### config.mk
export PLATFORM = sky130hd
export DESIGN_NAME = gps_search_top
export DESIGN_NICKNAME = d
export VERILOG_FILES = /design/src/common/gps_pkg.sv /design/src/ca_code/ca_code_gen.sv /design/src/verilog/chip_timer.sv /design/src/verilog/correlator.sv /design/src/verilog/gps_search_top.sv /design/src/verilog/search_fsm.sv
export VERILOG_INCLUDE_DIRS = /design/src /design/src/common
export SDC_FILE = /design/constraint.sdc
export NUM_CORES = 1
export LEC_CHECK = 0
export BUFFER_PORTS_ARGS = -buffer_cell sky130_fd_sc_hd__buf_2
export CELL_PAD_IN_SITES_DETAIL_PLACEMENT = 2
export CELL_PAD_IN_SITES_GLOBAL_PLACEMENT = 2
export CORE_MARGIN = 5
export CORE_UTILIZATION = 39
export CTS_CLUSTER_DIAMETER = 40
export DETAILED_ROUTE_END_ITERATION = 10
export GPL_ROUTABILITY_DRIVEN = 0
export GPL_TIMING_DRIVEN = 0
export PLACE_DENSITY_LB_ADDON = 0.25
export SLEW_MARGIN = 10
export SYNTH_ARGS = -nofsm -noshare
export SYNTH_HDL_FRONTEND = slang
export SYNTH_SLANG_ARGS = --single-unit
### constraint.sdc
create_clock -name gps_data -period 12.5 [get_ports gps_data]
set_input_delay 0.625 -clock gps_data [delete_from_list [all_inputs] [get_ports gps_data]]
set_output_delay 0.625 -clock gps_data [all_outputs]
set_load 0.03 [all_outputs]
### src/common/gps_defs.svh
`ifndef GPS_DEFS_SVH
`define GPS_DEFS_SVH

// C/A code period in chips, also the dwell length in samples
`define CA_CODE_LEN 1023

// Code shift width, covers 0 to 1022
`define SHIFT_W 10

// Signed correlation accumulator width
`define ACC_W 16

// Highest satellite PRN handled by the G2 tap table
`define PRN_MAX 32

`endif

### src/common/gps_pkg.sv
`default_nettype none

`include "gps_defs.svh"

package gps_pkg;

   typedef logic [$clog2(`PRN_MAX)-1:0] prn_t;         // PRN minus 1
   typedef logic [2:0]                  sample_t;      // Sign in bit 2, magnitude in 1:0
   typedef logic [`SHIFT_W-1:0]         chip_shift_t;  // Code phase trial index
   typedef logic signed [`ACC_W-1:0]    accum_t;       // Correlation sum

   // Search sequencing
   typedef enum logic [2:0] {
      IDLE,     // Waiting for req
      START,    // Code restart and clears
      DWELL,    // Accepting samples for one period
      SLIP,     // Extra code advance
      COMPARE,  // Commit trial result
      DONE      // ack high until req drops
   } search_state_t;

endpackage

`default_nettype wire

### src/ca_code/ca_code_gen.sv
`timescale 1ns/100ps
`default_nettype none

module ca_code_gen (
   input  wire             gps_data,
   input  wire             rst,
   input  wire gps_pkg::prn_t prn,
   input  wire             code_restart,
   input  wire             code_advance,
   output logic            ca_chip
);

   logic [10:1] g1;          // G1 LFSR, stage 1 takes feedback
   logic [10:1] g2;          // G2 LFSR
   logic [4:0]  prn_q;       // PRN latched on restart
   logic [7:0]  taps;        // Two G2 stage numbers
   logic [3:0]  tap_a;
   logic [3:0]  tap_b;

   always_ff @(posedge gps_data) begin
      if (rst) begin
         g1    <= '1;
         g2    <= '1;
         prn_q <= '0;
      end else if (code_restart) begin
         g1    <= '1;         // Both registers start at all ones
         g2    <= '1;
         prn_q <= prn;        // Host holds prn stable during req
      end else if (code_advance) begin
         g1 <= {g1[9:1], g1[3] ^ g1[10]};
         g2 <= {g2[9:1], g2[2] ^ g2[3] ^ g2[6] ^ g2[8] ^ g2[9] ^ g2[10]};
      end
   end

   // Phase select taps per ICD table, index is PRN minus 1
   always_comb begin
      case (prn_q)
         5'd0:    taps = {4'd2, 4'd6};
         5'd1:    taps = {4'd3, 4'd7};
         5'd2:    taps = {4'd4, 4'd8};
         5'd3:    taps = {4'd5, 4'd9};
         5'd4:    taps = {4'd1, 4'd9};
         5'd5:    taps = {4'd2, 4'd10};
         5'd6:    taps = {4'd1, 4'd8};
         5'd7:    taps = {4'd2, 4'd9};
         5'd8:    taps = {4'd3, 4'd10};
         5'd9:    taps = {4'd2, 4'd3};
         5'd10:   taps = {4'd3, 4'd4};
         5'd11:   taps = {4'd5, 4'd6};
         5'd12:   taps = {4'd6, 4'd7};
         5'd13:   taps = {4'd7, 4'd8};
         5'd14:   taps = {4'd8, 4'd9};
         5'd15:   taps = {4'd9, 4'd10};
         5'd16:   taps = {4'd1, 4'd4};
         5'd17:   taps = {4'd2, 4'd5};
         5'd18:   taps = {4'd3, 4'd6};
         5'd19:   taps = {4'd4, 4'd7};
         5'd20:   taps = {4'd5, 4'd8};
         5'd21:   taps = {4'd6, 4'd9};
         5'd22:   taps = {4'd1, 4'd3};
         5'd23:   taps = {4'd4, 4'd6};
         5'd24:   taps = {4'd5, 4'd7};
         5'd25:   taps = {4'd6, 4'd8};
         5'd26:   taps = {4'd7, 4'd9};
         5'd27:   taps = {4'd8, 4'd10};
         5'd28:   taps = {4'd1, 4'd6};
         5'd29:   taps = {4'd2, 4'd7};
         5'd30:   taps = {4'd3, 4'd8};
         default: taps = {4'd4, 4'd9};   // PRN 32
      endcase
   end

   assign tap_a = taps[7:4];
   assign tap_b = taps[3:0];

   assign ca_chip = g1[10] ^ g2[tap_a] ^ g2[tap_b];   // Gold code chip

endmodule

`default_nettype wire

### src/verilog/chip_timer.sv
`timescale 1ns/100ps
`default_nettype none

`include "gps_defs.svh"

module chip_timer (
   input  wire                      gps_data,
   input  wire                      rst,
   input  wire                      timer_clear,
   input  wire                      chip_step,
   input  wire                      shift_step,
   input  wire gps_pkg::chip_shift_t max_shift,
   output gps_pkg::chip_shift_t      trial_shift,
   output logic                     dwell_end,
   output logic                     last_shift
);

   import gps_pkg::*;

   logic [`SHIFT_W-1:0] chip_cnt;    // Transfers so far in this dwell
   chip_shift_t         max_q;       // Last trial of this request
   logic                chip_wrap;

   assign chip_wrap = (chip_cnt == `SHIFT_W'(`CA_CODE_LEN - 1));

   always_ff @(posedge gps_data) begin
      if (rst) begin
         chip_cnt    <= '0;
         trial_shift <= '0;
         max_q       <= '0;
      end else if (timer_clear) begin
         chip_cnt    <= '0;
         trial_shift <= '0;
         max_q       <= max_shift;    // Captured as the search starts
      end else begin
         if (chip_step) begin
            chip_cnt <= chip_wrap ? '0 : chip_cnt + 1'b1;
         end
         if (shift_step) begin
            trial_shift <= trial_shift + 1'b1;
         end
      end
   end

   assign dwell_end  = chip_step & chip_wrap;        // Transfer of chip 1022
   assign last_shift = (trial_shift == max_q);

endmodule

`default_nettype wire

### src/verilog/correlator.sv
`timescale 1ns/100ps
`default_nettype none

`include "gps_defs.svh"

module correlator (
   input  wire                      gps_data,
   input  wire                      rst,
   input  wire gps_pkg::sample_t     sample,
   input  wire                      ca_chip,
   input  wire                      acc_clear,
   input  wire                      acc_enable,
   input  wire                      acc_commit,
   input  wire gps_pkg::chip_shift_t trial_shift,
   output gps_pkg::chip_shift_t      best_shift,
   output gps_pkg::accum_t           best_accum
);

   import gps_pkg::*;

   localparam accum_t ACC_MIN = {1'b1, {(`ACC_W - 1){1'b0}}};   // Most negative

   logic [2:0] level;     // 2m+1, always odd
   logic       negate;    // Sample sign times chip sign
   accum_t     term;
   accum_t     acc_sum;   // Running sum for the current trial

   assign level  = {sample[1:0], 1'b1};
   assign negate = sample[2] ^ ca_chip;             // Chip 1 means -1
   assign term   = negate ? -accum_t'(level) : accum_t'(level);

   // Trial sum, restarted at request start and after each commit
   always_ff @(posedge gps_data) begin
      if (acc_clear || acc_commit) begin
         acc_sum <= '0;
      end else if (acc_enable) begin
         acc_sum <= acc_sum + term;                 // Same edge as the transfer
      end
   end

   always_ff @(posedge gps_data) begin
      if (rst) begin
         best_accum <= '0;
         best_shift <= '0;
      end else if (acc_clear) begin
         best_accum <= ACC_MIN;                     // First trial always wins
         best_shift <= '0;
      end else if (acc_commit && (acc_sum > best_accum)) begin
         best_accum <= acc_sum;                     // Strictly greater keeps lowest shift
         best_shift <= trial_shift;
      end
   end

endmodule

`default_nettype wire

### src/verilog/gps_search_top.sv
`timescale 1ns/100ps
`default_nettype none

module gps_search_top (
   input  wire                      gps_data,
   input  wire                      rst,
   input  wire                      req,
   input  wire gps_pkg::prn_t        prn,
   input  wire gps_pkg::chip_shift_t max_shift,
   output logic                     ack,
   input  wire                      sample_valid,
   input  wire gps_pkg::sample_t     sample,
   output logic                     sample_ready,
   output logic                     ca_bit,
   output gps_pkg::chip_shift_t      best_shift,
   output gps_pkg::accum_t           best_accum
);

   import gps_pkg::*;

   logic        code_restart;
   logic        code_advance;
   logic        timer_clear;
   logic        chip_step;
   logic        shift_step;
   logic        acc_clear;
   logic        acc_enable;
   logic        acc_commit;
   logic        dwell_end;
   logic        last_shift;
   logic        ca_chip;
   chip_shift_t trial_shift;   // Current code phase trial

   // Local Gold code
   ca_code_gen u_code (
      .gps_data     (gps_data),
      .rst          (rst),
      .prn          (prn),
      .code_restart (code_restart),
      .code_advance (code_advance),
      .ca_chip      (ca_chip)
   );

   // Dwell and trial counters
   chip_timer u_timer (
      .gps_data    (gps_data),
      .rst         (rst),
      .timer_clear (timer_clear),
      .chip_step   (chip_step),
      .shift_step  (shift_step),
      .max_shift   (max_shift),
      .trial_shift (trial_shift),
      .dwell_end   (dwell_end),
      .last_shift  (last_shift)
   );

   search_fsm u_fsm (
      .gps_data     (gps_data),
      .rst          (rst),
      .req          (req),
      .ack          (ack),
      .sample_valid (sample_valid),
      .sample_ready (sample_ready),
      .dwell_end    (dwell_end),
      .last_shift   (last_shift),
      .code_restart (code_restart),
      .code_advance (code_advance),
      .timer_clear  (timer_clear),
      .chip_step    (chip_step),
      .shift_step   (shift_step),
      .acc_clear    (acc_clear),
      .acc_enable   (acc_enable),
      .acc_commit   (acc_commit)
   );

   // Accumulate and keep the peak
   correlator u_corr (
      .gps_data    (gps_data),
      .rst         (rst),
      .sample      (sample),
      .ca_chip     (ca_chip),
      .acc_clear   (acc_clear),
      .acc_enable  (acc_enable),
      .acc_commit  (acc_commit),
      .trial_shift (trial_shift),
      .best_shift  (best_shift),
      .best_accum  (best_accum)
   );

   assign ca_bit = ca_chip;   // Local code for observation

endmodule

`default_nettype wire

### src/verilog/search_fsm.sv
`timescale 1ns/100ps
`default_nettype none

module search_fsm (
   input  wire  gps_data,
   input  wire  rst,
   input  wire  req,
   output logic ack,
   input  wire  sample_valid,
   output logic sample_ready,
   input  wire  dwell_end,
   input  wire  last_shift,
   output logic code_restart,
   output logic code_advance,
   output logic timer_clear,
   output logic chip_step,
   output logic shift_step,
   output logic acc_clear,
   output logic acc_enable,
   output logic acc_commit
);

   import gps_pkg::*;

   search_state_t state;
   search_state_t state_nxt;
   logic          xfer;          // Sample accepted this edge
   logic          in_start;
   logic          in_compare;

   always_ff @(posedge gps_data) begin
      if (rst) begin
         state <= IDLE;
      end else begin
         state <= state_nxt;
      end
   end

   always_comb begin
      state_nxt = state;
      case (state)
         IDLE: begin
            if (req) begin
               state_nxt = START;   // ack is always low here
            end
         end
         START: begin
            state_nxt = DWELL;
         end
         DWELL: begin
            if (dwell_end) begin
               state_nxt = SLIP;    // Last chip of the period taken
            end
         end
         SLIP: begin
            state_nxt = COMPARE;
         end
         COMPARE: begin
            state_nxt = last_shift ? DONE : DWELL;
         end
         DONE: begin
            if (!req) begin
               state_nxt = IDLE;    // ack drops on this edge
            end
         end
         default: begin
            state_nxt = IDLE;
         end
      endcase
   end

   assign in_start   = (state == START);
   assign in_compare = (state == COMPARE);

   // Stream side, ready only while dwelling
   assign sample_ready = (state == DWELL);
   assign xfer         = sample_ready & sample_valid;

   // Host side
   assign ack = (state == DONE);

   assign code_restart = in_start;
   assign timer_clear  = in_start;
   assign acc_clear    = in_start;

   assign code_advance = xfer | (state == SLIP);   // Extra advance gives the slip
   assign chip_step    = xfer;
   assign acc_enable   = xfer;

   assign acc_commit = in_compare;
   assign shift_step = in_compare & ~last_shift;   // Next trial

endmodule

`default_nettype wire
==> impl_metrics.tcl <==
set metrics [dict create \
    grt_pass1_vias 5585 \
    final_cell_area_um2 6530 \
    p_leak_uw 0.002946 \
    place_inst 928 \
    post-route-util_pct 44.93 \
    grt_pass1_wl_mm 28.79 \
    num_rows 44 \
    drt_pre_antenna_iters 4 \
    dp_hpwl_mm 13.04 \
    clkSlewWorstSetupHoldPaths_ns 0.07 \
    synth-seq-area-share_pct 37.54 \
    slew_viol_final 0 \
    htree_num_levels 3 \
    ys_seq_elements 108 \
    drc_errors 0 \
    slowest_delay_ns 0.58 \
    area_growth_pct 13.38 \
    rsz0062_at_grt "false" \
    cts.sinks 108 \
    diodes 0 \
    grt_max_degree 17 \
    drt_iter0_drc 156 \
    layout-drive-gt1-share_pct 10.82 \
    nFillCells 1660 \
    placed_area_um2 6240 \
    cts_setup_buffers 0 \
    pwr_density_cell_nw_per_um2 208.4 \
    hold_path.class "flop to flop" \
    max_freq_mhz 207.7 \
    tritoncts "done" \
    synth_edf_count 0 \
    wl_per_cell_um 17.98 \
    initial_utilization_pct 39.63 \
    cp_max_fo 5 \
    cts-root-buf "clkbuf_16" \
    coreArea_um2 14530 \
    synthDominantCellAreaShare_pct 37.54 \
    finalNonFillerCells 942 \
    die-height_um 131.5 \
    yosysWarningCount 0 \
    fp.dieW_um 131.5 \
    status "finished, final reports clean" \
    async_flop_share_pct 0 \
    post-route-min-period_ns 4.814 \
    worst_clock_skew_ns 0.008105 \
    tns_ns 0 \
    worstPathRequired_ns 12.79 \
    synthCells 694 \
    reg2reg_depth 17 \
    path_common_cell "a21oi_1" \
    syn-cell-area_um2 5759 \
    yosysTopAreaCell "dfxtp_1" \
    criticalPathCategory "flop to flop" \
    numCtsBuffers 9 \
    max_cap_viol_count 0 \
    path_cells "mux2_2, a221oi_1, o31ai_2, xnor2_1, xnor2_2, xnor2_2, xnor2_1, ha_1, a21o_1, a21o_1, a2111oi_1, o31ai_1, a21oi_1, a21oi_1, xor2_1, or3_1, a21oi_1" \
    antenna_found_initial 0 \
    min_period_over_period_pct 38.52 \
    layout_common_cells "nand2_1 (109), dfxtp_1 (108), nor2_1 (79)" \
    final_common_cell "nand2_1" \
    finalWirelength_mm 16.94 \
    hold_buffers 0 \
    hold_ws_ns 0.4696 \
    avgSynthCellArea_um2 8.299 \
    syn_nets 760 \
    via_per_inst 5.367 \
    fin_nets 821 \
    crit_path_end_kind "flop" \
    dieArea_um2 17300 \
    finalSetupViolCount 0 \
    critPathLaunchType "flop" \
    max_slew_margin_pct 40.98 \
    gr-total-overflow 0 \
    cts_resized 0 \
    ir_drop_v 0.00007559 \
    synthFlopType "dfxtp_1" \
    antenna_left 0 \
    grt_use_total_pct 20.06 \
    clk_latency_ns 0.36 \
    hold_viol 0 \
    worst_pin_slew_ns 0.8853 \
    worst_path_max_delay_cell "a2111oi_1" \
    critical_path_arrival_ns 5.10 \
    io_buffers 50 \
    whs_path_depth 2 \
    cts_buffer_depth 2 \
    synth.distinct_cells 54 \
    vias 5056 \
    yosys-top-cells-area "dfxtp_1 (38%), ha_1 (9.3%), nand2_1 (7.1%), mux2i_1 (6.1%), xnor2_1 (5.3%)" \
    io_pins 51 \
]
-- registers in the layout, summed over array words and instances, names as in the netlist --
name,cells
u_code.g2,10
u_corr.best_accum,16
u_timer.trial_shift,10
u_timer.max_q,10
u_corr.acc_sum,16
u_corr.best_shift,10
u_code.g1,10
u_fsm.state,3
u_code.prn_q,5
u_code.taps,8
u_timer.chip_cnt,10
-- critical path, delay by kind of cell (launching register included) --
family          cells  cell delay, ns
compound gates      9            2.21
xor+xnor            5            1.13
fa+ha+maj           1            0.27
flops               1            0.44
mux                 1            0.37
simple gates        1            0.32
-- metrics by stage --
step                      power (uW)  setup slack [ns]
after global routing            1474             7.255
final                           1361             7.686
after detailed placement        1068             7.685
after global placement          1019             7.851
after floorplan                900.5             8.233
after CTS                       1377             7.645
-- worst paths after layout --
path,to,slack (ns),from
min,u_code.prn_q[0]$_SDFFE_PP0P_,0.47,u_code.prn_q[0]$_SDFFE_PP0P_
min reg2reg,u_code.prn_q[0]$_SDFFE_PP0P_,0.47,u_code.prn_q[0]$_SDFFE_PP0P_
max reg2reg,u_corr.acc_sum[15]$_SDFFE_PP0P_,7.69,u_code.taps[1]$_DFF_P_
max,u_corr.acc_sum[15]$_SDFFE_PP0P_,7.69,u_code.taps[1]$_DFF_P_
-- where the power goes --
group          total (uW)  internal (uW)  switching [uW]
sequential            433            384            48.9
clock                 289            159             131
combinational         638            264             375
total                1360            807             554
-- logic make-up after synthesis --
| logic type | after synthesis | share of synthesized area (%) |
|---|---|---|
| xor+xnor | 52 | 8.169 |
| compound gates | 117 | 12.88 |
| simple gates | 267 | 20.05 |
| buf+inv | 68 | 4.541 |
| mux | 38 | 7.126 |
| fa+ha+maj | 44 | 9.689 |
| flops | 108 | 37.54 |
-- final cells by class --
type / count / area [um^2] / share of cell area, %
Tap cell: 184 / 230.2 / 3.526
Multi-Input combinational cell: 518 / 3336 / 51.08
Clock buffer: 10 / 239.0 / 3.660
Inverter: 36 / 135.1 / 2.069
Buffer: 32 / 126.4 / 1.935
Timing Repair Buffer: 50 / 250.2 / 3.832
Clock inverter: 4 / 51.30 / 0.7856
Sequential cell: 108 / 2162 / 33.11
-- Yosys cell counts, types with 7 or more instances --
cell / count
o211ai_1: 8
nand3_1: 28
nand4_1: 12
a21o_1: 7
nand2_1: 109
mux2i_1: 35
nor2b_1: 7
xor2_1: 15
ha_1: 43
nor3_1: 10
nor2_1: 79
inv_1: 33
xnor2_1: 35
a21oi_1: 39
dfxtp_1: 108
clkbuf_1: 27
o21ai_0: 27
-- metal layers --
metal	wire (um)	GRT usage (%)	up-vias
li1	-	-	2479
met1	7480	23.72	2525
met2	8921	37.27	44
met3	407	4.434	8
met4	127	3.829	0
met5	0	0	-
Note: power is estimated with default switching activity, not from simulation.
